[src/source/mem_bus_defines.svh]
`ifndef MEM_BUS_DEFINES_SVH
`define MEM_BUS_DEFINES_SVH

// byte address and data word
`define ADDR_W 32
`define DATA_W 32

// memory depth in words
`define MEM_WORDS 1024

// extra cycles of busy per access
`define MEM_WAIT 2

`endif

[src/source/mem_bus_pkg.sv]
`include "mem_bus_defines.svh"

package mem_bus_pkg;

	////////////////////////////////////////////////////////////////////////////
	// generic bus, ren/wen/busy
	typedef struct packed {
		logic                    ren;
		logic                    wen;
		logic [`ADDR_W-1:0]      addr;
		logic [`DATA_W-1:0]      wdata;
		logic [`DATA_W/8-1:0]    byte_en;
	} bus_req_t;

	typedef struct packed {
		logic                    busy;     // low for one cycle on completion
		logic [`DATA_W-1:0]      rdata;
	} bus_resp_t;

	////////////////////////////////////////////////////////////////////////////
	// core side
	typedef enum logic [1:0] {SIZE_BYTE, SIZE_HALF, SIZE_WORD} access_size_t;

	typedef struct packed {
		logic                    valid;
		logic                    write;
		access_size_t            size;
		logic                    sign_ext;
		logic [`ADDR_W-1:0]      addr;
		logic [`DATA_W-1:0]      wdata;
	} ls_req_t;

	typedef struct packed {
		logic                    valid;
		logic [`DATA_W-1:0]      rdata;
	} ls_resp_t;

	typedef struct packed {
		logic                    valid;
		logic [`ADDR_W-1:0]      pc;
		logic [`DATA_W-1:0]      instr;
	} instr_t;

endpackage

[src/source/memory_arbiter.sv]
`timescale 1ns/100ps

module memory_arbiter (
	input  logic                   CLK,
	input  logic                   nRST,
	input  mem_bus_pkg::bus_req_t  ibus_req,
	input  mem_bus_pkg::bus_req_t  dbus_req,
	output mem_bus_pkg::bus_resp_t ibus_resp,
	output mem_bus_pkg::bus_resp_t dbus_resp,
	output mem_bus_pkg::bus_req_t  mem_req,
	input  mem_bus_pkg::bus_resp_t mem_resp
);
	typedef enum logic [1:0] {IDLE, IREQUEST, DREQUEST} state_t;

	state_t state, next_state;

	mem_bus_pkg::bus_req_t  next_mem_req;
	mem_bus_pkg::bus_resp_t next_ibus_resp;
	mem_bus_pkg::bus_resp_t next_dbus_resp;

	logic ipend;
	logic dpend;

	// a master seeing busy low right now is finishing and its request is stale
	assign ipend = (ibus_req.ren || ibus_req.wen) && ibus_resp.busy;
	assign dpend = (dbus_req.ren || dbus_req.wen) && dbus_resp.busy;

	////////////////////////////////////////////////////////////////////////////
	// registered outputs
	always_ff @(posedge CLK, negedge nRST) begin : OUTPUT_FF
		if (!nRST) begin
			ibus_resp.busy  <= 1'b1;
			ibus_resp.rdata <= '0;
			dbus_resp.busy  <= 1'b1;
			dbus_resp.rdata <= '0;
			mem_req         <= '0;
		end else begin
			ibus_resp <= next_ibus_resp;
			dbus_resp <= next_dbus_resp;
			mem_req   <= next_mem_req;
		end
	end

	always_ff @(posedge CLK, negedge nRST) begin : STATE_FF
		if (!nRST) begin
			state <= IDLE;
		end else begin
			state <= next_state;
		end
	end

	////////////////////////////////////////////////////////////////////////////
	// grant selection and forwarding
	always_comb begin : NEXT_LOGIC
		next_state           = state;
		next_mem_req         = '0;
		next_ibus_resp.busy  = 1'b1;
		next_ibus_resp.rdata = '0;
		next_dbus_resp.busy  = 1'b1;
		next_dbus_resp.rdata = '0;

		case (state)
			IDLE: begin
				if (dpend) begin                  // data side first
					next_mem_req = dbus_req;
					next_state   = DREQUEST;
				end else if (ipend) begin
					next_mem_req = ibus_req;
					next_state   = IREQUEST;
				end
			end
			IREQUEST: begin
				if (mem_resp.busy) begin
					next_mem_req = ibus_req;
				end else begin
					next_ibus_resp = mem_resp;    // completion, request dropped
					next_state     = IDLE;
				end
			end
			DREQUEST: begin
				if (mem_resp.busy) begin
					next_mem_req = dbus_req;
				end else begin
					next_dbus_resp = mem_resp;
					next_state     = IDLE;
				end
			end
			default: begin
				next_state = IDLE;
			end
		endcase
	end

endmodule

[config.mk]
export PLATFORM = sky130hd
export DESIGN_NAME = memory_arbiter
export DESIGN_NICKNAME = d
export VERILOG_FILES = /design/src/source/mem_bus_pkg.sv /design/src/source/memory_arbiter.sv
export VERILOG_INCLUDE_DIRS = /design/src /design/src/source
export SDC_FILE = /design/constraint.sdc
export NUM_CORES = 1
export LEC_CHECK = 0
export BUFFER_PORTS_ARGS = -buffer_cell sky130_fd_sc_hd__buf_2
export CORE_AREA = 2 2 126 128
export CTS_CLUSTER_SIZE = 24
export DETAILED_ROUTE_END_ITERATION = 8
export DIE_AREA = 0 0 128 130
export HOLD_SLACK_MARGIN = 0.06
export PLACE_DENSITY = 0.72
export REMOVE_ABC_BUFFERS = 1
export SYNTH_ARGS = -nofsm -noshare
export SYNTH_HDL_FRONTEND = slang
export SYNTH_SLANG_ARGS = --single-unit
[constraint.sdc]
create_clock -name CLK -period 3.2 [get_ports CLK]
set_input_delay 0.16 -clock CLK [delete_from_list [all_inputs] [get_ports CLK]]
set_output_delay 0.16 -clock CLK [all_outputs]
set_load 0.02 [all_outputs]
; ---- Word-level counts from Yosys, hierarchy flattened
; Index checks and enable logic that the tools add are counted.
[totals]
reg_bits = 138
inputBits = 175
word_cells = 33
[classes]
n_eq_ne = 4
muxes = 12
n_reduce_logical = 7
[op_table]
columns = op, count
row1 = $mux 70, 4
row2 = $pmux 70 s3, 1
row3 = $mux 33, 3
row4 = $mux 2, 3
row5 = $pmux 2 s2, 1
row6 = $ne 3x3->1 const B, 1
row7 = $eq 2x1->1 const B, 1
row8 = $eq 2x2->1 const B, 1
row9 = $logic_and 1x1->1, 2
row10 = $logic_not 2->1, 1
row11 = $logic_or 1x1->1, 2
row12 = $ne 2x2->1 const B, 1
row13 = $reduce_and 2->1, 1
row14 = $reduce_or 2->1, 1

; ---- Depth between registers and ports, before layout
; Gate-level depths: netlist (run 1).
[logic_depth]
ltp_word = 5
mapped_depth = 7

; ---- Least setup slack after synthesis (run 1)
; No wires, ideal clock.
[synth_path]
kind = flip-flop to flip-flop
startpoint = reg state[1]
endpoint = reg mem_req[61] (netlist name)
path_slack_ns = 1.653
n_path_buf = 2
arrival_ns = 1.469
path_stages_with_launch = 8
t_required_ns = 3.122
setup_time_ns = 0.078
cell_sequence = dfrtp_1 -> inv_1 -> ha_1 -> o211ai_1 -> a21oi_2 -> buf_4 -> buf_4 -> o2bb2ai_1
[synth_lines]
columns = item, line
row1 = start: declaration, memory_arbiter.sv:15  ; state_t state, next_state;
row2 = start signal: assignment, memory_arbiter.sv:48  ; state <= next_state;
row3 = end signal: assignment, memory_arbiter.sv:40  ; mem_req <= next_mem_req;
row4 = end: declaration, memory_arbiter.sv:10  ; output mem_bus_pkg::bus_req_t mem_req,

==> impl_results.md, run 1 <==
- Drt wl/cell: between 15 and 20 um
- Sequential area share after synthesis: 0.661
- H-tree depth: 4
- Final min period: 2.59 ns
- Reg2reg start: state[0]
- Fmax achieved: between 300 and 400 MHz
- P_leak: between 4 and 5 nW
- Max-Cap Viols: 0
- FF-to-FF End: mem_req[4]
- DRT iter0 DRCs: 213
- Clk pin slew, worst setup/hold paths: about 0.060 ns
- Setup Buffers After CTS: 0
- Clock latency on the worst-skew pair: ~0.42 ns
- Die Y: approximately 130 um
- Share of layout cells above drive strength 1: 0.400
- First-pass GRT wire length: between 20 and 30 mm
- RSZ-0062 raised after global routing: false
- CTS tree: built
- Stages on worst setup path: 6
- Max-slew violations: 0
- Area grow syn2layout: 78.4%
- Top Ports: between 300 and 400
- Critical path, cell by cell: inv_1 > ha_1 > a32oi_4 > buf_12 > o2bb2ai_1 > dlygate4sd3_1
- Commonest non-fill, non-tap cell in the layout: buf_2
- Worst path slowest cell: a32oi_4
- WP data required: approximately 3.5 ns
- Port bufs: just over 300
- Worst-Margin Slew: between 0.7 and 0.8 ns
- Hold Crit Class: input port to flip-flop
- Gpl congestion: ~0.8
- Synthesized area: approximately 5200 sq um
- CP bufs+invs: 3
- Die area: roughly 17000 sq um
- Hold Fails Final Rpt: 0
- Worst Clk Skew: a little over 0.009 ns
- DR pass1 iterations: 4
- Worst Setup End Kind: flip-flop
- Initial Util: 0.339
- CTS root buffer: clkbuf_16
- Worst setup startpoint: state[0]
- Largest net degree at the start of global routing: 81
- Max IR drop VDD: 0.438 mV
- Total wire length: between 15 and 20 mm
- Number of remaining DRC errors: 0
- Hold slack final: about 0.076 ns
- CP Max Fanout: 49
- CP startpoint kind: flip-flop
- Area of the core: roughly 15000 sq um
- Via-to-Cell Ratio: between 4 and 5
- Cell variety after synth: 23
- DR vias: between 4k and 5k
- Num CTS Buffers: 17
- Post-DP HPWL: 10.2 mm
- Worst setup path class: flip-flop to flip-flop
- Final core utilization: 0.605
- R2R Setup Slk: about 0.61 ns
- Worst setup endpoint: mem_req[4]
- Syn_area_per_cell: between 10 and 15 sq um
- Initial antenna violation count: 0
- Most frequent cells in the layout: buf_2 (309), dlygate4sd3_1 (172), dfrtp_1 (136)
- Total grt overflow: 0
- Warnings from Yosys: 0
- Worst path top cell family by delay: buffers and inverters
- Cts repair resizes: 0
- Nets: about 1.1k
- Cell depth of the worst flop-to-flop path: 6
- Clock Sinks: ~140
- Synthesized instance count: 397
- Fin Setup TNS: 0 ns
- Cell Rows: 46
- Count of final setup violators: 0
- Clock Path Buffers: 2
- Outcome: finished, final reports clean
- Flip-flop and latch count after synthesis: approximately 140
- Hold_buf cts: ~170
- Tot GR Track Use: 0.207
- Vias in the first global route: roughly 5.3k
- Antenna Cells: 0
- Critical Path AT: a little under 3 ns
- Power Density: between 800 and 900 nW/um^2
- DIE WIDTH: between 100 and 150 um
- Final ANT Viol Nets: 0
- Final period util: 0.811
- Max-slew headroom: 0.482
- Max incr delay on CP: 0.64 ns
## cells by family after synthesis
kind of cell             after synthesis  share of synthesized area
flip-flops                           138                      0.661
AND/OR/NAND/NOR                      142                      0.167
adder cells (fa/ha/maj)                4                    0.00957
buffers and inverters                 31                     0.0282
AO/OA/AOI/OAI                         82                      0.135
## worst min-delay path by stage
stage,from,end,slack (ns),cells after the start
after CTS,ibus_req[69],mem_req[69],0.06,3
after floorplan,nRST,dbus_resp[0],-0.14,0
final,ibus_req[69],mem_req[69],0.08,3
after detailed placement,nRST,dbus_resp[20],0.25,1
after global routing,ibus_req[69],mem_req[69],0.1,3
after global placement,nRST,dbus_resp[30],0.25,1
## state kept, by name, summed over array words and instances (netlist names)
signal and cells:
mem_req 70, dbus_resp 33, ibus_resp 33, state 2
## routing by layer
metal | vias up | track usage | routed length, um
met5 | - | 0 | 0
met4 | 0 | 0.0795 | 405
met3 | 30 | 0.0660 | 1290
met2 | 228 | 0.369 | 8980
met1 | 2363 | 0.233 | 6770
li1 | 2309 | - | -
## synthesized netlist by cell type (all sizes together)
library cell    n  area (sq um)
o22ai           1          6.26
nand2b         68           425
nand2           5          18.8
o21ai           1          8.76
and2           65           407
nor2b           2          12.5
o211ai          1          7.51
a21oi           5          28.8
a32oi           1          16.3
clkbuf         14          52.6
o21a            1          7.51
a311oi          2          17.5
dfrtp         136          3400
nor2            1          3.75
ha              4          50.1
buf            13          80.1
dfstp           2          52.6
a22o            2          17.5
nand3           1          5.00
o2bb2ai        68           596
inv             4          15.0
## area by class of cell
type | count | area (sq um)
fillers | 1191 | 6090
multi-input cells | 228 | 1650
repair buffers | 489 | 3360
well taps | 192 | 240
inverters | 4 | 15.0
clock inverters | 13 | 168
clock buffers | 19 | 443
flip-flops and latches | 138 | 3460
## through the flow
stage               worst slack (ns)  power (W)  instances  instance area [sq um]
global route                   0.438    0.00826       1083                   9330
finish                         0.606    0.00785       1083                   9330
global placement                1.25    0.00503        879                   7000
floorplan                      0.385    0.00400        370                   5100
CTS                            0.631    0.00781       1083                   9330
detailed placement              1.18    0.00507        879                   7000
## worst register-to-register path, stage by stage, from the launching register on
cell           delay, ns
dfrtp_1             0.40
inv_1               0.09
ha_1                0.30
a32oi_4             0.64
buf_12              0.33
o2bb2ai_1           0.15
dlygate4sd3_1       0.58
## power breakdown
group	internal (W)	switching, W
Sequential	0.00228	0.000157
Combinational	0.00153	0.00185
Clock	0.00125	0.000772
Power figures use the tool's default switching activity.
==> run 2, diff against run 1 <==
PLACE_DENSITY = 0.74   (was 0.72)
clock period = 2.3 ns   (was 3.2 ns; I/O delays follow)
==> run 2 against run 1 <==
  * Sequential power rose by 39%
  * Final cell count rose by 0.74%
  * Die area did not move
  * Register-to-register slack got worse by 0.44 ns
  * Core utilization rose by 0.76 points
  * Combinational power rose by 23%
  * Clock power rose by 45%
  * Count of clock-buffer cells in the layout rose by 3
  * Setup slack got worse by 0.44 ns
==> impl_results.md, run 2 (synthesis results as in run 1) <==
- Outcome: finished, final reports clean
- R2R Setup Slk: 0.17 ns
- Top Ports: slightly above 300
- First-pass GRT wire length: around 27 mm
- Area grow syn2layout: 80.7%
- Most frequent cells in the layout: buf_2 (309), dlygate4sd3_1 (174), dfrtp_1 (136)
- Initial Util: 0.339
- Largest register FFs: 70
- Share of layout cells above drive strength 1: 0.403
- Commonest non-fill, non-tap cell in the layout: buf_2
- Num CTS Buffers: 17
- Clock Sinks: about 140
- Count of final setup violators: 0
- P_leak: roughly 4.9 nW
- Fillers: roughly 1.1k
- Die area: 16600 sq um
- Final ANT Viol Nets: 0
- Number of remaining DRC errors: 0
- Clock Path Buffers: 2
- Final min period: about 2.1 ns
- Fin cells: ~1.1k
- Hold Crit Class: input port to flip-flop
- Largest regs: mem_req (70), dbus_resp (33), ibus_resp (33)
- Placed cells: ~880
- DRT iter0 DRCs: ~220
- Cell Rows: 46
- Most flop-heavy register: mem_req
- Initial antenna violation count: 0
- Max-Cap Viols: 0
- Total grt overflow: 0
- Final period util: 0.928
- Tot Pwr: 0.0105 W
- Max-slew headroom: 0.599
- RSZ-0062 raised after global routing: false
- Max IR drop VDD: ~0.52 mV
- DR vias: 5100
- Worst-Margin Slew: around 0.6 ns
- Max-slew violations: 0
- Drt wl/cell: 17.1 um
- DIE WIDTH: 128 um
- Tot GR Track Use: 0.217
- Gpl congestion: ~0.8
- H-tree depth: 4
- Clock latency on the worst-skew pair: around 0.42 ns
- Nets: ~1.1k
- Vias in the first global route: 5377
- Clk pin slew, worst setup/hold paths: 0.06 ns
- Critical Path AT: 2.44 ns
- Final instance area: about 9500 sq um
- DR pass1 iterations: 4
- Worst setup path class: flip-flop to flip-flop
- CTS root buffer: clkbuf_16
- CP Max Fanout: 50
- Worst Clk Skew: 0.0173 ns
- Post-DP HPWL: 10.8 mm
- Final core utilization: 0.613
- Power Density: ~1100 nW/um^2
- Fmax achieved: ~470 MHz
- Largest net degree at the start of global routing: 63
- CTS tree: built
- Area of the core: around 15000 sq um
- Via-to-Cell Ratio: approximately 4.7
- Die Y: 130 um
- CP startpoint kind: flip-flop
- Hold Fails Final Rpt: 0
- Antenna Cells: 0
- Port bufs: 310
- Total wire length: 18.6 mm
- Post-Place Cell Area: between 7000 and 8000 sq um
- WP data required: between 2 and 3 ns
- Worst Setup End Kind: flip-flop
-- run 2: area by class of cell --
cell class | count | area, sq um | share of cell area
Sequential cell | 138 | 3460 | 0.366
Timing Repair Buffer | 497 | 3440 | 0.364
Multi-Input combinational cell | 228 | 1660 | 0.175
Clock buffer | 22 | 474 | 0.0502
Tap cell | 192 | 240 | 0.0254
Clock inverter | 10 | 165 | 0.0175
Inverter | 4 | 15.0 | 0.00159
-- run 2: repair_timing --
action | CTS | global route
hold endpoints to repair | 192 | 0
gates resized for setup | 0 | 2
setup endpoints to repair | 0 | 6
hold buffers | 174 | 0
buffers inserted | 0 | 1
-- run 2: final timing paths --
path                            cells after the start    startpoint             to
worst min-delay path                                4  ibus_req[68]       state[0]
max in group asynchronous                           3          nRST    mem_req[21]
worst max-delay path                                6      state[0]    mem_req[54]
min in group asynchronous                           2          nRST  ibus_resp[27]
worst min register to register                      1      state[1]       state[1]
worst max register to register                      6      state[0]    mem_req[54]
-- run 2: metrics by stage --
| stage | worst slack (ns) | setup TNS [ns] | hold WS, ns |
|---|---|---|---|
| after global placement | 0.577 | 0 | 0.135 |
| after global routing | 0.0575 | 0 | 0.268 |
| after detailed placement | 0.472 | 0 | 0.139 |
| after CTS | 0.0169 | 0 | 0.235 |
| after floorplan | -0.515 | -34.59 | -0.181 |
| final | 0.166 | 0 | 0.243 |
-- run 2: power by group --
group          internal (W)  leakage (nW)  switching, W
Sequential          0.00317          1.83      0.000220
Combinational       0.00165          2.81       0.00253
Clock               0.00190         0.303       0.00103
-- run 2: layer usage --
layer,track usage,routed length (um),vias up
met5,0,0,-
met4,0.114,779,0
met3,0.0689,1460,59
met2,0.365,9220,291
met1,0.249,7150,2429
li1,-,-,2321
-- run 2: worst max-delay path, stage by stage (launching register included) --
cell,delay (ns)
dfrtp_1,0.41
inv_1,0.08
ha_2,0.24
a32oi_4,0.21
buf_6,0.35
o2bb2ai_1,0.13
dlygate4sd3_1,0.57
