--- config.mk ---
export PLATFORM = sky130hd
export DESIGN_NAME = load_store_unit
export DESIGN_NICKNAME = d
export VERILOG_FILES = /design/src/source/mem_bus_pkg.sv /design/src/source/load_store_unit.sv
export VERILOG_INCLUDE_DIRS = /design/src /design/src/source
export SDC_FILE = /design/constraint.sdc
export NUM_CORES = 1
export LEC_CHECK = 0
export ABC_CLOCK_PERIOD_IN_PS = 4400
export BUFFER_PORTS_ARGS = -buffer_cell sky130_fd_sc_hd__buf_4
export CORE_ASPECT_RATIO = 2
export CORE_UTILIZATION = 47
export CTS_CLUSTER_DIAMETER = 80
export DETAILED_ROUTE_END_ITERATION = 10
export PLACE_DENSITY = 0.87
export SYNTH_ARGS = -nofsm -noshare
export SYNTH_HDL_FRONTEND = slang
export SYNTH_SLANG_ARGS = --single-unit
--- constraint.sdc ---
create_clock -name CLK -period 4.4 [get_ports CLK]
set_clock_uncertainty 0.1 [all_clocks]
set_input_delay 0.88 -clock CLK [delete_from_list [all_inputs] [get_ports CLK]]
set_output_delay 0.88 -clock CLK [all_outputs]
set_load 0.01 [all_outputs]
--- src/source/mem_bus_defines.svh ---
`ifndef MEM_BUS_DEFINES_SVH
`define MEM_BUS_DEFINES_SVH

// byte address and data word
`define ADDR_W 32
`define DATA_W 32

// memory depth in words
`define MEM_WORDS 1024

// extra cycles of busy per access
`define MEM_WAIT 2

`endif

--- src/source/mem_bus_pkg.sv ---
`include "mem_bus_defines.svh"

package mem_bus_pkg;

	////////////////////////////////////////////////////////////////////////////
	// generic bus, ren/wen/busy
	typedef struct packed {
		logic                    ren;
		logic                    wen;
		logic [`ADDR_W-1:0]      addr;
		logic [`DATA_W-1:0]      wdata;
		logic [`DATA_W/8-1:0]    byte_en;
	} bus_req_t;

	typedef struct packed {
		logic                    busy;     // low for one cycle on completion
		logic [`DATA_W-1:0]      rdata;
	} bus_resp_t;

	////////////////////////////////////////////////////////////////////////////
	// core side
	typedef enum logic [1:0] {SIZE_BYTE, SIZE_HALF, SIZE_WORD} access_size_t;

	typedef struct packed {
		logic                    valid;
		logic                    write;
		access_size_t            size;
		logic                    sign_ext;
		logic [`ADDR_W-1:0]      addr;
		logic [`DATA_W-1:0]      wdata;
	} ls_req_t;

	typedef struct packed {
		logic                    valid;
		logic [`DATA_W-1:0]      rdata;
	} ls_resp_t;

	typedef struct packed {
		logic                    valid;
		logic [`ADDR_W-1:0]      pc;
		logic [`DATA_W-1:0]      instr;
	} instr_t;

endpackage

--- src/source/load_store_unit.sv ---
`timescale 1ns/100ps
`include "mem_bus_defines.svh"

module load_store_unit (
	input  logic                   CLK,
	input  logic                   nRST,
	input  mem_bus_pkg::ls_req_t   ls_req,
	output logic                   ls_ready,
	output mem_bus_pkg::ls_resp_t  ls_resp,
	output mem_bus_pkg::bus_req_t  bus_req,
	input  mem_bus_pkg::bus_resp_t bus_resp
);
	logic                        active;
	logic                        write_q;
	logic                        sign_q;
	mem_bus_pkg::access_size_t   size_q;
	logic [1:0]                  offs_q;
	logic [`ADDR_W-1:0]          addr_q;
	logic [`DATA_W-1:0]          wdata_q;
	logic [`DATA_W/8-1:0]        byte_en_q;
	logic                        accept;
	logic                        done;
	logic [1:0]                  offs;
	logic [`DATA_W/8-1:0]        byte_en;
	logic [`DATA_W-1:0]          lane_data;
	logic [`DATA_W-1:0]          shifted;
	logic [`DATA_W-1:0]          ld_data;

	assign accept = ls_req.valid && ls_ready;
	assign done   = active && !bus_resp.busy;

	always_comb begin : STORE_STEER
		case (ls_req.size)
			mem_bus_pkg::SIZE_BYTE: begin
				offs      = ls_req.addr[1:0];
				byte_en   = 4'b0001 << offs;
				lane_data = {4{ls_req.wdata[7:0]}};     // same byte on every lane
			end
			mem_bus_pkg::SIZE_HALF: begin
				offs      = {ls_req.addr[1], 1'b0};      // truncated to halfword
				byte_en   = 4'b0011 << offs;
				lane_data = {2{ls_req.wdata[15:0]}};
			end
			default: begin
				offs      = 2'b00;
				byte_en   = '1;
				lane_data = ls_req.wdata;
			end
		endcase
	end

	always_ff @(posedge CLK, negedge nRST) begin : CTRL_FF
		if (!nRST) begin
			active   <= 1'b0;
			ls_ready <= 1'b0;
		end else if (accept) begin
			active   <= 1'b1;
			ls_ready <= 1'b0;
		end else if (done) begin
			active   <= 1'b0;
			ls_ready <= 1'b1;
		end else begin
			ls_ready <= !active;
		end
	end

	always_ff @(posedge CLK) begin : CMD_FF
		if (accept) begin
			write_q   <= ls_req.write;
			sign_q    <= ls_req.sign_ext;
			size_q    <= ls_req.size;
			offs_q    <= offs;
			addr_q    <= {ls_req.addr[`ADDR_W-1:2], 2'b00};
			wdata_q   <= lane_data;
			byte_en_q <= byte_en;
		end
	end

	// load lanes down to bit 0 then extend
	assign shifted = bus_resp.rdata >> {offs_q, 3'b000};

	always_comb begin : LOAD_EXTEND
		case (size_q)
			mem_bus_pkg::SIZE_BYTE: ld_data = {{(`DATA_W-8){sign_q && shifted[7]}}, shifted[7:0]};
			mem_bus_pkg::SIZE_HALF: ld_data = {{(`DATA_W-16){sign_q && shifted[15]}}, shifted[15:0]};
			default:                ld_data = shifted;
		endcase
	end

	assign bus_req.ren     = active && !write_q;
	assign bus_req.wen     = active && write_q;
	assign bus_req.addr    = addr_q;
	assign bus_req.wdata   = wdata_q;
	assign bus_req.byte_en = byte_en_q;

	assign ls_resp.valid = done;                   // stores complete here too
	assign ls_resp.rdata = write_q ? '0 : ld_data;

endmodule

# [Word-level counts from Yosys, hierarchy flattened]
# Cells that the tools add are included.
[word_totals] register_bits=74 inputBits=104 out_inout_bits=104
[op_classes] n_eq_ne=2 shift=3 mux=9 reduce_logical=12
[ops] cell="one-hot mux 32 bit (2 select lines)" n=2
[ops] cell="2-to-1 mux 32 bit" n=1
[ops] cell="right shift 32 x 5 -> 32 bit" n=1
[ops] cell="one-hot mux 4 bit (2 select lines)" n=1
[ops] cell="logical AND 1 bit" n=6
[ops] cell="equality test 2 x 1 -> 1 bit, second input constant" n=2
[ops] cell="logical NOT 2 bit" n=2
[ops] cell="2-to-1 mux 1 bit" n=4
[ops] cell="one-hot mux 2 bit (2 select lines)" n=1
[ops] cell="<< shifter 1 x 2 -> 4 bit, first input constant" n=1
[ops] cell="<< shifter 2 x 2 -> 4 bit, first input constant" n=1
[ops] cell="logical NOT 1 bit" n=3
[ops] cell="nonzero test 2 bit" n=1

# [Depth between registers and ports, before layout]
# Gate-level depths: netlist of run 1.
[depth] depth_word=4 depth_mapped=6

# [Least setup slack after synthesis of run 1]
# OpenSTA, ideal clock, no wires.
[synth_timing] kind="input port to flip-flop" start="in ls_req[68] (netlist bit)" end="reg addr_q[10], enable pin" setup_time_ns=0.439 arrival_ns=2.577 required_ns=3.861 path_slack_ns=1.285 path_stages=1 cell_sequence="and2_1"
[synth_via] elab_chain_len=1
[synth_rtl] item="from (decl)" line_no="load_store_unit.sv:7" source="input mem_bus_pkg::ls_req_t ls_req,"
[synth_rtl] item="logical AND 1 bit" line_no="load_store_unit.sv:29" source="assign accept = ls_req.valid && ls_ready;"
[synth_rtl] item="to (signal assigned)" line_no="load_store_unit.sv:73" source="addr_q <= {ls_req.addr[`ADDR_W-1:2], 2'b00};"
[synth_rtl] item="to (decl)" line_no="load_store_unit.sv:18" source="logic [`ADDR_W-1:0] addr_q;"
# Every way passes these cells.
# A chain may end at the register's enable or synchronous reset.

==> results of run 1 <==
## layer usage
| layer | global-route usage (%) | routed length, um |
|---|---|---|
| met2 | 48.26 | 5545 |
| met4 | 12.30 | 346 |
| met3 | 8.608 | 795 |
| met1 | 26.07 | 3273 |
| met5 | 0 | 0 |
## worst max-delay path by stage
stage / from / to / cells past startpoint / slack [ns]
3_5_place_dp: offs_q[1] / ls_resp[14] / 5 / 1.28
4_1_cts: offs_q[1] / ls_resp[14] / 5 / 0.92
6_report: offs_q[1] / ls_resp[14] / 5 / 0.90
3_3_place_gp: offs_q[1] / ls_resp[9] / 5 / 1.38
5_1_grt: offs_q[1] / ls_resp[12] / 5 / 0.78
2_1_floorplan: ls_req[68] / addr_q[10] / 1 / 1.28
## cells in the final DEF, fill, tap and decap left out, types with 3 or more instances in the layout
cell type / netlist / final
a211oi_1: 21 / 21
buf_4: 6 / 208
clkbuf_16: 0 / 9
edfxtp_1: 72 / 72
mux2_2: 25 / 25
mux2i_1: 18 / 18
nand2_1: 31 / 31
nand2_2: 10 / 10
nand2b_1: 3 / 3
nor2_1: 11 / 11
nor2b_1: 13 / 13
nor3_1: 9 / 9
o21ai_0: 10 / 10
## through the flow
| step | hold WS, ns | area (um^2) | utilization, % | worst slack [ns] | instances |
|---|---|---|---|---|---|
| floorplan | 0.3906 | 3535 | - | 1.285 | 264 |
| global placement | 0.4136 | 5090 | 70.04 | 1.385 | 545 |
| detailed placement | 0.4438 | 5090 | 70.04 | 1.284 | 545 |
| CTS | 0.2089 | 5396 | 74.26 | 0.9166 | 561 |
| global route | 0.2060 | 5396 | 74.26 | 0.7790 | 561 |
| finish | 0.2212 | 5396 | 74.26 | 0.9024 | 561 |
## state kept, by name, summed over array words and instances (netlist names)
register	cells
active	1
ls_ready	1
write_q	1
offs_q	2
addr_q	30
sign_q	1
size_q	2
byte_en_q	4
wdata_q	32
## power by group
part / switching (W) / internal [W] / leakage [nW] / total (W)
clock: 0.000269 / 0.000469 / 0.145 / 0.000738
sequential: 0.0000302 / 0.000843 / 0.702 / 0.000873
combinational: 0.000178 / 0.000200 / 1.52 / 0.000377
## logic make-up after synthesis
group	count (synthesis)	share of synthesized area, %
mux	44	13.47
buf+inv	20	3.578
compound gates	36	6.910
flops	74	62.65
simple gates	88	13.29
other cells	1	0.1062
## cell type report
class,count,area share [%]
well taps,92,2.133
inverters,1,0.06956
clock buffers,12,4.753
clock inverters,4,0.9274
multi-input cells,170,22.19
repair buffers,208,28.94
flip-flops and latches,74,40.99
## Yosys cell counts
| master | number |
|---|---|
| nor2_2 | 2 |
| buf_1 | 1 |
| a21o_1 | 2 |
| o21ai_0 | 10 |
| clkbuf_1 | 4 |
| nand2_1 | 31 |
| nand4_4 | 1 |
| a21oi_1 | 1 |
| dfrtp_1 | 2 |
| buf_4 | 6 |
| buf_6 | 3 |
| nor3b_2 | 1 |
| nor3b_4 | 1 |
| mux2i_1 | 18 |
| nor2b_1 | 13 |
| nand3_1 | 1 |
| a21boi_2 | 1 |
| buf_2 | 5 |
| mux2_2 | 25 |
| a211oi_1 | 21 |
| and2b_1 | 2 |
| and2_1 | 3 |
| nand2_2 | 10 |
| mux2i_2 | 1 |
| nor2_1 | 11 |
| conb_1 | 1 |
| edfxtp_1 | 72 |
| nor3_1 | 9 |
| nand2b_1 | 3 |
| inv_1 | 1 |
| o21ai_1 | 1 |
==> impl_metrics.py, run 1 <==
metrics = {
    "synthesis": {
        "synth.top_cells.by_area": "edfxtp_1, mux2_2, mux2i_1, a211oi_1, nand2_1",
        "yosysTopAreaCellShare_pct": 61.23,
        "syn_inst": 263,
        "synth_top_area_cell": "edfxtp_1",
        "synth_cell_types": 31,
        "ys_seq_elements": 74,
        "synth_area_um2": 3531,
        "yosysSeqAreaShare_pct": 62.65,
        "synth_warnings": 0,
        "avgSynthCellArea_um2": 13.43,
    },
    "worst_setup_path": {
        "slowest_stage": "edfxtp_1",
        "critPathMaxFanout": 26,
        "r2r_setup_slack_ns": 2.58,
        "critPathLaunchType": "flip-flop",
        "cpLargestDelayFamily": "flip-flops",
        "worstRegToRegCells": 2,
        "crit_buf_inv": 1,
        "worstReg2RegStart": "ls_ready",
        "cp.required_ns": 3.42,
        "r2r_end": "addr_q[20]",
        "crit_chain": "mux2i_2 -> mux2i_1 -> a21boi_2 -> nor3_1 -> buf_4",
        "worst_ep_arrival_time_ns": 2.52,
        "crit_type": "flip-flop to output pin",
        "cp-end-kind": "output pin",
        "crit_path_max_incr_delay_ns": 1.05,
    },
    "detailed_routing": {
        "drc": 0,
        "routed_wl_um": 9960,
        "wl_per_cell_um": 17.75,
        "drtIter0Drc": 159,
        "num_vias": 2874,
        "viasPerCell": 5.123,
        "drtAntennaViolNets": 0,
        "firstDrtPassIters": 4,
    },
    "timing": {
        "hold_viol": 0,
        "relSlewSlack_pct": 29.64,
        "setup_violations": 0,
        "rsz0062_at_grt": "no",
        "max_freq_mhz": 285.9,
        "timing.final.crit_period_ns": 3.498,
        "period_share_pct": 79.49,
        "tightest_slew_ns": 1.055,
        "final_max_slew_viol_count": 0,
        "finalSetupTns_ns": 0,
    },
    "grt": {
        "grt_max_degree": 37,
        "grtUsageTotal_pct": 26.45,
        "grt_overflow": 0,
        "first_global_vias": 3025,
        "grt_pass1_wl_um": 15350,
        "antenna_found_initial": 0,
    },
    "cts": {
        "ctsRootBufferMaster": "clkbuf_16",
        "clockBufferDepth": 2,
        "cts_resized": 0,
        "cts_tree": "done",
        "cts_sinks": 74,
        "postCtsSetupRepairBufs": 0,
        "insertion_delay_ns": 0.33,
        "cts.clk_slew.worst_paths_ns": 0.06,
        "hold_buffers": 0,
        "htree_levels": 3,
        "numCtsBuffers": 9,
    },
    "floorplanning": {
        "die-area_um2": 7884,
        "core-area_um2": 7267,
        "die_x_um": 63.29,
        "ios": 208,
        "initial_utilization_pct": 48.59,
        "rows": 44,
        "fp.dieH_um": 124.6,
    },
    "run": {
        "maxCapViolations": 0,
    },
    "finish": {
        "nFillCells": 502,
        "multi_input_area_um2": 1197,
        "seqCellArea_um2": 2212,
        "nets": 568,
        "syn_to_final_growth_pct": 52.84,
        "final_layout_size_suffix_gt1_share_pct": 56.72,
        "antenna_cells": 0,
    },
    "power_and_ir_drop": {
        "total_power_w": 0.001989,
        "ir_drop_mv": 0.3573,
        "total_leakage_power_nw": 2.369,
        "p_per_area_nw_per_um2": 368.5,
    },
    "placed_design": {
        "gp_congestion": 0.8723,
        "dpl.hpwl_um": 7356,
        "portBuffers": 205,
    },
    "min_path": {
        "min_path_type": "input pin to asynchronous set/reset pin",
    },
    "status": {
        "status": "finished clean",
    },
}
No activity file was read; power rests on OpenSTA's default activity.
==> inputs of run 2 (changes only) <==
--- a/config.mk
+++ b/config.mk
@@ -6,13 +6,13 @@
 export SDC_FILE = /design/constraint.sdc
 export NUM_CORES = 1
 export LEC_CHECK = 0
-export ABC_CLOCK_PERIOD_IN_PS = 4400
+export ABC_CLOCK_PERIOD_IN_PS = 3600
 export BUFFER_PORTS_ARGS = -buffer_cell sky130_fd_sc_hd__buf_4
 export CORE_ASPECT_RATIO = 2
-export CORE_UTILIZATION = 47
+export CORE_UTILIZATION = 44
 export CTS_CLUSTER_DIAMETER = 80
 export DETAILED_ROUTE_END_ITERATION = 10
-export PLACE_DENSITY = 0.87
+export PLACE_DENSITY = 0.83
 export SYNTH_ARGS = -nofsm -noshare
 export SYNTH_HDL_FRONTEND = slang
 export SYNTH_SLANG_ARGS = --single-unit
==> constraint.sdc (replaced) <==
create_clock -name CLK -period 3.6 [get_ports CLK]
set_clock_uncertainty 0.1 [all_clocks]
set_input_delay 0.72 -clock CLK [delete_from_list [all_inputs] [get_ports CLK]]
set_output_delay 0.72 -clock CLK [all_outputs]
set_load 0.01 [all_outputs]
==> run 2 against run 1 <==
Worst setup slack worse by 0.42 ns; first-iteration DRC count is 8.8% lower; non-clock buffer count is 1 lower; combinational power is 22% higher; sequential share of layout area is 0.27 points higher; flip-flop and latch count stayed put; cell area is 0.65% lower; via count is 0.42% higher; critical path type unchanged; critical endpoint is now ls_resp[9].
==> impl_metrics.py, run 2 (same netlist as run 1, synthesis figures left out) <==
metrics = {
    "status": {
        "status": "finished clean",
    },
    "finish": {
        "antenna_cells": 0,
        "stdcell_count": 561,
        "final_layout_size_suffix_gt1_share_pct": 55.89,
        "multi_input_area_um2": 1199,
        "seqCellArea_um2": 2212,
        "nFillCells": 561,
        "largestRegisters": "wdata_q x32, addr_q x30, byte_en_q x4",
        "nets": 567,
        "final_cell_mix": "buf_4, edfxtp_1, nand2_1",
        "layout_commonest_cell": "buf_4",
        "largest_reg_flops": 32,
        "syn_to_final_growth_pct": 51.84,
        "fin_util_pct": 70.02,
        "regMostFlops": "wdata_q",
    },
    "worst_setup_path": {
        "worst_ep_arrival_time_ns": 2.30,
        "crit_type": "flip-flop to output pin",
        "cp.required_ns": 2.78,
        "worstRegToRegCells": 1,
        "critPathLaunchType": "flip-flop",
        "critPathMaxFanout": 22,
        "cp-end-kind": "output pin",
    },
    "detailed_routing": {
        "wl_per_cell_um": 17.36,
        "drtIter0Drc": 145,
        "num_vias": 2886,
        "drtAntennaViolNets": 0,
        "drc": 0,
        "viasPerCell": 5.144,
        "routed_wl_um": 9740,
        "firstDrtPassIters": 4,
    },
    "placed_design": {
        "gp_congestion": 0.8862,
        "portBuffers": 205,
        "placed_cells": 546,
        "dpl.hpwl_um": 7490,
        "place_ws_ns": 0.8513,
    },
    "cts": {
        "htree_levels": 3,
        "numCtsBuffers": 9,
        "cts_tree": "done",
        "cts_resized": 0,
        "hold_buffers": 0,
        "clockBufferDepth": 2,
        "cts.clk_slew.worst_paths_ns": 0.05,
        "postCtsSetupRepairBufs": 0,
        "insertion_delay_ns": 0.33,
        "cts_sinks": 74,
        "ctsRootBufferMaster": "clkbuf_16",
    },
    "timing": {
        "timing.hold.ws_ns": 0.06585,
        "finalWorstSetupSlack_ns": 0.4794,
        "finalSetupTns_ns": 0,
        "setup_violations": 0,
        "max_freq_mhz": 320.4,
        "rsz0062_at_grt": "no",
        "hold_viol": 0,
        "relSlewSlack_pct": 38.24,
        "timing.final.crit_period_ns": 3.121,
        "tightest_slew_ns": 0.9264,
        "final_max_slew_viol_count": 0,
        "period_share_pct": 86.68,
    },
    "grt": {
        "grt_overflow": 0,
        "grtUsageTotal_pct": 23.51,
        "grt_pass1_wl_um": 14510,
        "antenna_found_initial": 0,
        "first_global_vias": 2927,
        "grt_max_degree": 74,
    },
    "power_and_ir_drop": {
        "p_per_area_nw_per_um2": 439.2,
        "total_leakage_power_nw": 2.355,
        "ir_drop_mv": 0.3029,
    },
    "floorplanning": {
        "fp.dieH_um": 128.7,
        "die_x_um": 65.35,
        "rows": 45,
        "core-area_um2": 7657,
        "die-area_um2": 8409,
        "initial_utilization_pct": 46.11,
        "ios": 208,
    },
    "min_path": {
        "min_path_type": "input pin to asynchronous set/reset pin",
    },
    "run": {
        "maxCapViolations": 0,
    },
}
==> run 2: cell types whose count changed in the layout (fill, tap and decap cells not counted), sizes merged <==
cell      before  now
clkinv         1    4
clkbuf        12   10
buf          208  207
clkinvlp       2    0
==> run 2: worst paths after layout <==
kind | from | to | slack, ns
setup / recovery | offs_q[0] | ls_resp[9] | 0.48
hold / removal | nRST | ls_ready | 0.07
setup reg to reg | ls_ready | wdata_q[5] | 1.99
hold reg to reg | active | active | 0.45
max in group asynchronous | nRST | active | 3.25
min in group CLK | active | active | 0.45
==> run 2: cell type report <==
class	instances	area share (%)
well taps	94	2.194
inverters	1	0.07001
clock buffers	10	4.271
clock inverters	5	0.8635
flip-flops and latches	74	41.26
multi-input cells	170	22.36
repair buffers	207	28.98
==> run 2: metal layers <==
layer,share of wire [%],track usage [%],up-vias
met5,0,0,-
met3,9.0,7.624,29
met1,31,20.81,1319
met2,56,44.51,171
met4,3.8,12.79,0
li1,-,-,1367
==> run 2: critical path: stages, from the launching register on <==
cell and delay [ns]:
edfxtp_1 0.70, buf_4 0.35, nor2b_1 0.43, a211oi_1 0.14
nor3_1 0.20, buf_4 0.17
==> run 2: where the power goes <==
group / total (W) / internal (W) / leakage [nW] / switching (W)
sequential: 0.00106 / 0.00103 / 0.702 / 0.0000325
combinational: 0.000460 / 0.000242 / 1.52 / 0.000217
clock: 0.000831 / 0.000523 / 0.135 / 0.000307
==> run 2: stage by stage <==
stage               area (um^2)  power [W]
floorplan                  3535   0.001287
global placement           5086   0.001530
detailed placement         5086   0.001542
CTS                        5361   0.002371
global route               5361   0.002436
finish                     5361   0.002355
