--- src/source/mem_bus_defines.svh ---
`ifndef MEM_BUS_DEFINES_SVH
`define MEM_BUS_DEFINES_SVH

// byte address and data word
`define ADDR_W 32
`define DATA_W 32

// memory depth in words
`define MEM_WORDS 1024

// extra cycles of busy per access
`define MEM_WAIT 2

`endif

--- src/source/mem_bus_pkg.sv ---
`include "mem_bus_defines.svh"

package mem_bus_pkg;

	////////////////////////////////////////////////////////////////////////////
	// generic bus, ren/wen/busy
	typedef struct packed {
		logic                    ren;
		logic                    wen;
		logic [`ADDR_W-1:0]      addr;
		logic [`DATA_W-1:0]      wdata;
		logic [`DATA_W/8-1:0]    byte_en;
	} bus_req_t;

	typedef struct packed {
		logic                    busy;     // low for one cycle on completion
		logic [`DATA_W-1:0]      rdata;
	} bus_resp_t;

	////////////////////////////////////////////////////////////////////////////
	// core side
	typedef enum logic [1:0] {SIZE_BYTE, SIZE_HALF, SIZE_WORD} access_size_t;

	typedef struct packed {
		logic                    valid;
		logic                    write;
		access_size_t            size;
		logic                    sign_ext;
		logic [`ADDR_W-1:0]      addr;
		logic [`DATA_W-1:0]      wdata;
	} ls_req_t;

	typedef struct packed {
		logic                    valid;
		logic [`DATA_W-1:0]      rdata;
	} ls_resp_t;

	typedef struct packed {
		logic                    valid;
		logic [`ADDR_W-1:0]      pc;
		logic [`DATA_W-1:0]      instr;
	} instr_t;

endpackage

--- src/source/instr_fetch_unit.sv ---
`timescale 1ns/100ps
`include "mem_bus_defines.svh"

module instr_fetch_unit (
	input  logic                   CLK,
	input  logic                   nRST,
	input  logic                   redirect,
	input  logic [`ADDR_W-1:0]     redirect_pc,
	output mem_bus_pkg::instr_t    instr,
	input  logic                   instr_ready,
	output mem_bus_pkg::bus_req_t  bus_req,
	input  mem_bus_pkg::bus_resp_t bus_resp
);
	logic                running;               // set by first redirect
	logic                fetching;
	logic                discard;               // in-flight word is stale
	logic [`ADDR_W-1:0]  pc_q;
	logic [`ADDR_W-1:0]  req_pc;
	logic [`ADDR_W-1:0]  q_pc [2];
	logic [`DATA_W-1:0]  q_word [2];
	logic [1:0]          count;
	logic                done;
	logic                push;
	logic                pop;
	logic                issue;

	assign done  = fetching && !bus_resp.busy;
	assign push  = done && !discard && !redirect;
	assign pop   = instr.valid && instr_ready && !redirect;
	assign issue = running && !fetching && (count != 2'd2) && !redirect;

	always_ff @(posedge CLK, negedge nRST) begin : CTRL_FF
		if (!nRST) begin
			running  <= 1'b0;
			fetching <= 1'b0;
			discard  <= 1'b0;
			pc_q     <= '0;
			count    <= '0;
		end else begin
			if (issue) begin
				fetching <= 1'b1;
			end else if (done) begin
				fetching <= 1'b0;
			end
			if (redirect) begin
				running <= 1'b1;
				pc_q    <= redirect_pc;
				count   <= '0;                     // flush
				discard <= fetching && !done;
			end else begin
				count <= count + 2'(push) - 2'(pop);
				if (done) begin
					discard <= 1'b0;
				end
				if (push) begin
					pc_q <= pc_q + `ADDR_W'(4);
				end
			end
		end
	end

	// queue holds at most one entry when a fetch completes
	always_ff @(posedge CLK) begin : QUEUE_FF
		if (issue) begin
			req_pc <= pc_q;
		end
		if (push && pop) begin
			q_pc[0]   <= req_pc;
			q_word[0] <= bus_resp.rdata;
		end else if (push) begin
			q_pc[count[0]]   <= req_pc;
			q_word[count[0]] <= bus_resp.rdata;
		end else if (pop) begin
			q_pc[0]   <= q_pc[1];
			q_word[0] <= q_word[1];
		end
	end

	assign instr.valid = (count != 2'd0);
	assign instr.pc    = q_pc[0];
	assign instr.instr = q_word[0];

	assign bus_req.ren     = fetching;
	assign bus_req.wen     = 1'b0;
	assign bus_req.addr    = req_pc;
	assign bus_req.wdata   = '0;
	assign bus_req.byte_en = '1;

endmodule

--- config.mk ---
export PLATFORM = sky130hd
export DESIGN_NAME = instr_fetch_unit
export DESIGN_NICKNAME = d
export VERILOG_FILES = /design/src/source/mem_bus_pkg.sv /design/src/source/instr_fetch_unit.sv
export VERILOG_INCLUDE_DIRS = /design/src /design/src/source
export SDC_FILE = /design/constraint.sdc
export NUM_CORES = 1
export LEC_CHECK = 0
export BUFFER_PORTS_ARGS = -buffer_cell sky130_fd_sc_hd__buf_4
export CAP_MARGIN = 15
export CORE_AREA = 5 5 125 127
export DETAILED_ROUTE_END_ITERATION = 16
export DIE_AREA = 0 0 130 132
export HOLD_SLACK_MARGIN = 0.12
export PLACE_DENSITY = 0.84
export RECOVER_POWER = 25
export SETUP_SLACK_MARGIN = 0.3
export SYNTH_ARGS = -nofsm -noshare
export SYNTH_HDL_FRONTEND = slang
export SYNTH_SLANG_ARGS = --single-unit
--- constraint.sdc ---
create_clock -name CLK -period 8.7 [get_ports CLK]
set_clock_uncertainty 0.15 [all_clocks]
set_input_delay 1.305 -clock CLK [delete_from_list [all_inputs] [get_ports CLK]]
set_output_delay 1.305 -clock CLK [all_outputs]
set_load 0.02 [all_outputs]
Yosys cells after proc, flatten, opt, wreduce, memory -nomap -nowiden
Memory sizes are Yosys's and may differ from the RTL's.
Index checks and enable logic that the tools add are counted.
- bits in registers: 69
- bits in writable memories: 128
- input bits: 69
- output and inout port bits: 135
- word-level logic and storage cells: 58
- memories kept: 2
- memory list (name ; words ; width ; rd ports ; clocked after Yosys merged registers in ; wr ports ; line ; source):
    q_pc ; 2 ; 32 ; 2 ; 0 ; 1 ; instr_fetch_unit.sv:19 ; logic [`ADDR_W-1:0] q_pc [2];
    q_word ; 2 ; 32 ; 2 ; 0 ; 1 ; instr_fetch_unit.sv:20 ; logic [`DATA_W-1:0] q_word [2];
- add/subtract/negate cells: 3
- eq/ne operators: 1
- mux-type cells: 23
- bitwise operators: 2
- reductions and logical operators: 21
- operators with widths (operator ; count):
    $mux W32 ; 6
    $reduce_or A32 Y1 ; 2
    $add A32 B3 Y32 const B ; 1
    $mux W1 ; 16
    $logic_and A1 B1 Y1 ; 10
    $reduce_bool A2 Y1 ; 4
    $logic_not A1 Y1 ; 5
    $add A2 B1 Y2 ; 1
    $mux W2 ; 1
    $ne A2 B2 Y1 const B ; 1
    $or A1 B1 Y1 ; 2
    $sub A2 B1 Y2 ; 1

Depth between registers and ports, before layout
Gate-level depths: netlist of the first run.
- depth in word-level cells: 9
- mapped depth: 10
- gate-level depth less buffers: 8

Least setup slack after synthesis of the first run
No wires, ideal clock.
- path kind: input to register
- from: input port redirect
- to: memory q_pc[0][0] (netlist name), enable pin
- setup time: 0.514 ns
- data arrival time: 5.599 ns
- data required time: 8.036 ns
- slack: 2.438 ns
- cell stages on the path: 6
- path buffers: 1
- path through: clkbuf_1 > clkinv_1 > and3_1 > inv_1 > ha_1 > mux2i_1
- longest elaborated chain between the ends: 8
- elaborated cells on any way between the ends: 17
- those cells by class: 11 x mux; 1 x bitwise; 5 x reduce/logical
- ends and longest elaborated chain (element ; line ; source):
    from (decl) ; instr_fetch_unit.sv:7 ; input logic redirect,
    $logic_not A1 Y1 * ; instr_fetch_unit.sv:28, instr_fetch_unit.sv:29 ;
    parallel branches: the longest is 7 deep, another holds $reduce_or A32 Y1 ; n/a ;
    to (decl) ; instr_fetch_unit.sv:19 ;
Mark *: on every way between the ends.

Worst setup path in the final report of the first run
- from: input port redirect
- to: memory q_word[1][4] (netlist name) (data pin)
- longest elaborated chain between the ends: 8
- elaborated cells on any way between the ends: 14
- those cells by class: 9 x mux; 5 x reduce/logical
- ends and longest elaborated chain (element ; line):
    $logic_not A1 Y1 * ; instr_fetch_unit.sv:28, instr_fetch_unit.sv:29
    parallel branches: the longest is 6 deep, another holds $reduce_or A32 Y1 ; n/a
    $mux W32 (no line) * ; n/a
    to (decl) ; instr_fetch_unit.sv:20
Marked as above.

==> results of run 1 <==
[area by class of cell]
cell class	count	area (um2)	share of cell area
clock inverters	6	38.79	0.003979
well taps	184	230.2	0.02362
repair buffers	171	1146	0.1176
inverters	9	33.78	0.003466
multi-input cells	281	2034	0.2087
flip-flops and latches	197	5731	0.5879
clock buffers	26	533.0	0.05469
[cells in the final DEF, fill, tap and decap left out, types with 3 or more instances in the layout]
cell       count
mux2_2        66
ha_1           4
nand3_1       11
and3_1         7
inv_1          8
or3_1          7
o21ai_0       16
nand4_1        9
buf_4        128
conb_1        37
o31ai_1       11
nor2_1        18
or4_1         11
a31oi_1       16
and4_1         4
xnor2_1        4
dfrtp_1       37
xor2_1         8
clkbuf_16     20
clkbuf_1      47
nand2_1       23
nor2b_1        3
edfxtp_1     160
[worst max path at each step]
stage,cells past startpoint,slack (ns),to
2_1_floorplan,6,2.44,q_pc[0][0]
3_3_place_gp,7,3.39,q_word[0][15]
3_5_place_dp,7,3.16,q_word[0][20]
4_1_cts,7,3.60,q_word[0][18]
5_1_grt,8,2.19,q_word[0][25]
6_report,8,2.67,q_word[1][4]
[worst max-delay path: stages]
cell and delay (ns):
clkbuf_1 1.06, clkinv_1 1.26, nand2_1 0.34, inv_1 0.08, ha_1 0.27, nor2b_4 0.73, buf_4 0.56, mux2_2 0.41
[power breakdown]
group / switching [mW] / internal, mW / total (mW)
logic: 0.185 / 0.120 / 0.305
clock network: 0.325 / 0.425 / 0.750
registers: 0.0474 / 1.12 / 1.16
total: 0.557 / 1.66 / 2.22
[metrics by stage]
| step | hold WS, ns | instance area, um2 | instances | power (mW) |
|---|---|---|---|---|
| 3_3_place_gp | 0.2855 | 9311 | 841 | 1.490 |
| 6_report | 0.2930 | 9747 | 874 | 2.220 |
| 3_5_place_dp | 0.2843 | 9311 | 841 | 1.503 |
| 2_1_floorplan | 0.2711 | 8142 | 545 | 1.374 |
| 4_1_cts | 0.2950 | 9883 | 873 | 2.245 |
| 5_1_grt | 0.3193 | 9747 | 874 | 2.305 |
[registers in the layout, summed over array words and instances, names as in the netlist]
| signal | flops |
|---|---|
| count | 2 |
| running | 1 |
| req_pc | 32 |
| discard | 1 |
| q_pc | 64 |
| q_word | 64 |
| fetching | 1 |
| pc_q | 32 |
[kinds of logic (layout without fill, tap and decap cells)]
kind of cell | Yosys count | count (layout) | share of synthesized area
compound gates | 52 | 52 | 0.04108
xor+xnor | 12 | 12 | 0.01312
fa+ha+maj | 4 | 4 | 0.006248
buf+inv | 67 | 212 | 0.04967
flops | 197 | 197 | 0.7154
mux | 69 | 69 | 0.09653
other cells | 2 | 37 | 0.0009376
simple gates | 107 | 107 | 0.07701
[per-layer routing]
metal / share of wire / track usage / vias to the layer above / wire (um)
li1: - / - / 2193 / -
met1: 0.41 / 0.2682 / 2377 / 6737
met2: 0.48 / 0.3066 / 231 / 7898
met3: 0.091 / 0.04457 / 20 / 1497
met4: 0.016 / 0.05947 / 0 / 258
met5: 0 / 0 / - / 0
==> flow_metrics.py, run 1 <==
metrics = {
    "cells_and_area": {
        "fillerInstances": 991,
        "nNetsFinal": 750,
        "drive_above_1_share": 0.3319,
        "diodes": 0,
        "final_core_util": 0.6809,
        "syn_to_final_growth_pct": 21.68,
    },
    "floorplanning": {
        "rows": 44,
        "die_area_mm2": 0.01716,
        "core-area_mm2": 0.01431,
        "die-width_um": 130,
        "initial_utilization": 0.5596,
        "io_pins": 204,
        "die_h_um": 132,
    },
    "logic_synthesis": {
        "synth_seq_area_share": 0.7154,
        "synthesis.area_mm2": 0.008010,
        "synth_top_area_frac": 0.5998,
        "yosysMostFrequentCell": "edfxtp_1",
        "netlist_top_cells_area": "edfxtp_1 60%, dfrtp_1 12%, mux2_2 9.3%",
        "synth_edf_count": 160,
        "avgSynthCellArea_um2": 15.71,
        "syn_inst": 510,
        "synthTopCellsByCount": "160 x edfxtp_1, 66 x mux2_2, 38 x buf_4, 37 x dfrtp_1, 23 x nand2_1",
        "ys_ff_latch": 197,
        "yosys.area.top_type": "edfxtp_1",
        "yosys_warnings": 0,
        "synth_cell_types": 42,
        "synth_ff_type": "edfxtp_1",
        "async_reset_ff_frac": 0.1878,
    },
    "detailed_routing": {
        "avgViaCountPerCell": 5.516,
        "routed_wl_um": 16390,
        "drc": 0,
        "dr_total_vias": 4821,
        "initialDrtViolationCount": 512,
        "antenna_left": 0,
        "wl_per_cell_um": 18.76,
        "dr.pass1.iters": 5,
    },
    "hold_path": {
        "worstHoldPathType": "register to register",
        "holdPathEnd": "req_pc[1]",
        "hold_depth": 0,
        "hp-start": "pc_q[1]",
    },
    "global_route": {
        "grt_use_total": 0.1933,
        "grt_start_max_net_pins": 50,
        "grt_pass1_wl_um": 25780,
        "overflow": 0,
        "antenna_found_initial": 0,
        "first_global_vias": 4890,
    },
    "setup_path": {
        "crit_type": "input pin to register",
        "reg2reg_slack_ns": 5.25,
        "critPathCaptureType": "register",
        "r2r_cells": 7,
        "reg2reg_from": "fetching",
        "required_ns": 8.72,
        "cp_data_arrival_time_ns": 6.05,
        "cp-startpoint": "redirect",
        "worstSetupStartpointType": "input pin",
        "crit_fanout": 37,
        "rr_endpoint": "q_word[0][23]",
    },
    "cts": {
        "path_clk_slew_ns": 0.07,
        "clk_latency_ns": 0.43,
        "h-tree-depth": 4,
        "cts_root_buffer": "clkbuf_16",
        "clk_path_buf_depth": 2,
        "post_cts_buffers": 0,
        "cts_hold_repair.buffers": 0,
        "cts_tree": "yes",
        "cts.sinks": 197,
        "cts_buffers": 17,
        "cts_resized": 0,
    },
    "sta": {
        "rsz0062_at_grt": "false",
        "tns_ns": 0,
        "tightest_slew_ns": 2.023,
        "slew_headroom": -0.3488,
        "period_needed_ns": 6.032,
        "final_hold_viol_count": 0,
        "drv_slew": 76,
        "setup_ws_ns": 2.668,
        "setup_viol": 0,
        "fmax_mhz": 165.8,
        "final.period_utilization": 0.6934,
    },
    "outcome": {
        "status": "finished, violations left",
        "violations": "capacitance limit, slew limit",
    },
    "pwr": {
        "irDropWorstVdd_v": 0.0001419,
        "p_per_area_mw_per_mm2": 227.7,
        "leakage_nw": 3.605,
    },
    "placement": {
        "place_ws_ns": 3.156,
        "portBuffers": 166,
        "place.gp.congestion": 0.8768,
        "dp_hpwl_um": 11620,
    },
    "job": {
        "drv_cap": 2,
    },
}
No activity file was read; power rests on OpenSTA's default activity.
==> inputs of run 2 (changes only) <==
--- a/config.mk
+++ b/config.mk
@@ -8,11 +8,11 @@
 export LEC_CHECK = 0
 export BUFFER_PORTS_ARGS = -buffer_cell sky130_fd_sc_hd__buf_4
 export CAP_MARGIN = 15
-export CORE_AREA = 5 5 125 127
+export CORE_AREA = 5 5 136 138
 export DETAILED_ROUTE_END_ITERATION = 16
-export DIE_AREA = 0 0 130 132
+export DIE_AREA = 0 0 141 143
 export HOLD_SLACK_MARGIN = 0.12
-export PLACE_DENSITY = 0.84
+export PLACE_DENSITY = 0.75
 export RECOVER_POWER = 25
 export SETUP_SLACK_MARGIN = 0.3
 export SYNTH_ARGS = -nofsm -noshare
==> constraint.sdc (replaced) <==
create_clock -name CLK -period 4.83 [get_ports CLK]
set_clock_uncertainty 0.15 [all_clocks]
set_input_delay 0.7245 -clock CLK [delete_from_list [all_inputs] [get_ports CLK]]
set_output_delay 0.7245 -clock CLK [all_outputs]
set_load 0.02 [all_outputs]
==> flow_metrics.py, run 2 (same netlist as run 1, synthesis figures left out) <==
metrics = {
    "setup_path": {
        "crit_type": "register to register",
        "critPathCaptureType": "register",
        "reg2reg_slack_ns": 1.04,
        "rr_endpoint": "q_pc[0][6]",
        "cp_top_family": "simple AND/OR/NAND/NOR gates",
        "max_stage_delay_ns": 1.15,
        "slowest_stage": "nor3b_1",
        "crit_fanout": 34,
        "cp_data_arrival_time_ns": 3.71,
        "required_ns": 4.75,
        "r2r_cells": 6,
        "reg2reg_from": "fetching",
        "path_cells": "nor3b_1 -> nand2_1 -> inv_1 -> ha_1 -> mux2i_4 -> buf_4",
        "cp_num_buf_inv": 2,
        "worstSetupStartpointType": "register",
    },
    "floorplanning": {
        "io_pins": 204,
        "die_h_um": 143,
        "die-width_um": 141,
        "core-area_mm2": 0.01706,
        "initial_utilization": 0.4696,
        "rows": 48,
        "die_area_mm2": 0.02016,
    },
    "cells_and_area": {
        "fillerInstances": 1403,
        "biggestRegsByFlops": "q_pc: 64 flops, q_word: 64 flops",
        "final_common_cell": "edfxtp_1",
        "nNetsFinal": 751,
        "final_core_util": 0.5735,
        "regArea_mm2": 0.005731,
        "drive_above_1_share": 0.3314,
        "syn_to_final_growth_pct": 22.12,
        "final_area_mm2": 0.009782,
        "mostFrequentLayoutCells": "160 x edfxtp_1, 129 x buf_4, 66 x mux2_2, 42 x clkbuf_1",
        "multi_input_area_mm2": 0.002024,
        "diodes": 0,
    },
    "outcome": {
        "violations": "capacitance limit, slew limit",
        "status": "finished, violations left",
    },
    "global_route": {
        "grt_pass1_wl_um": 26120,
        "antenna_found_initial": 0,
        "first_global_vias": 4905,
        "grt_start_max_net_pins": 65,
        "grt_use_total": 0.1674,
        "overflow": 0,
    },
    "placement": {
        "dp_hpwl_um": 12050,
        "place.gp.congestion": 0.7999,
        "portBuffers": 166,
        "place_area_mm2": 0.009393,
        "place_ws_ns": 1.204,
    },
    "sta": {
        "setup_viol": 0,
        "tightest_slew_ns": 2.349,
        "fmax_mhz": 263.9,
        "drv_slew": 51,
        "setup_ws_ns": 1.040,
        "rsz0062_at_grt": "false",
        "tns_ns": 0,
        "final.period_utilization": 0.7847,
        "slew_headroom": -0.5880,
        "period_needed_ns": 3.790,
        "final_hold_viol_count": 0,
    },
    "hold_path": {
        "hold_depth": 0,
        "worstHoldPathType": "register to register",
        "hp-start": "pc_q[0]",
        "holdPathEnd": "req_pc[0]",
    },
    "detailed_routing": {
        "antenna_left": 0,
        "drc": 0,
        "dr_total_vias": 4792,
        "wl_per_cell_um": 18.60,
        "dr.pass1.iters": 5,
        "routed_wl_um": 17040,
        "avgViaCountPerCell": 5.231,
        "initialDrtViolationCount": 300,
    },
    "cts": {
        "cts_buffers": 17,
        "h-tree-depth": 4,
        "clk_latency_ns": 0.42,
        "cts.sinks": 197,
        "cts_root_buffer": "clkbuf_16",
        "post_cts_buffers": 0,
        "path_clk_slew_ns": 0.06,
        "clk_path_buf_depth": 2,
        "cts_tree": "yes",
    },
    "pwr": {
        "p_per_area_mw_per_mm2": 405.3,
        "switching_share": 0.2584,
        "p_int_mw": 2.940,
        "irDropWorstVdd_v": 0.0002602,
        "total_power_mw": 3.964,
        "seqPwrFrac": 0.529,
        "p_comb_frac": 0.138,
        "leakage_nw": 3.590,
        "switchingPower_mw": 1.024,
        "power_frac_clock": 0.333,
    },
    "job": {
        "drv_cap": 2,
    },
}
run 2: per-stage QoR:
step | std cells | hold slack (ns)
after floorplan | 545 | 0.2711
after global placement | 883 | 0.2804
after detailed placement | 883 | 0.2812
after CTS | 916 | 0.2966
after global routing | 916 | 0.3120
final | 916 | 0.2958
run 2: worst max path at each step:
stage               depth (start not counted)            end  slack, ns     start
finish                                      6     q_pc[0][6]       1.04  fetching
global route                                6   q_word[0][4]       0.88  fetching
CTS                                         8  q_word[0][28]       1.63  redirect
detailed placement                          8  q_word[0][26]       1.20  redirect
global placement                            8  q_word[0][23]       1.25  redirect
floorplan                                   7     q_pc[0][0]       0.29  redirect
run 2: metal layers:
layer,global-route usage,vias to the layer above,share of wire
met5,0,-,0
met4,0.05099,0,0.012
met3,0.04789,16,0.087
met2,0.2734,232,0.48
met1,0.2198,2336,0.42
li1,-,2208,-
run 2: layout make-up:
type	count	area share
Clock inverter	14	0.01330
Multi-Input combinational cell	281	0.2070
Inverter	9	0.003454
Tap cell	225	0.02878
Clock buffer	18	0.04387
Sequential cell	197	0.5858
Timing Repair Buffer	172	0.1178
run 2: power by group through the flow:
stage          Sequential (mW)  Clock [mW]  Combinational, mW
2_1_floorplan             2.21           0              0.261
3_3_place_gp              2.13           0              0.563
3_5_place_dp              2.13           0              0.582
4_1_cts                   2.10        1.35              0.585
5_1_grt                   2.11        1.42              0.593
6_report                  2.10        1.32              0.548
run 2: repair_timing:
action                                  4_1_cts  5_1_grt
endpoints found under the setup margin        0        0
hold buffers                                  1        0
endpoints found under the hold margin        10        0
resized for setup                             0        0
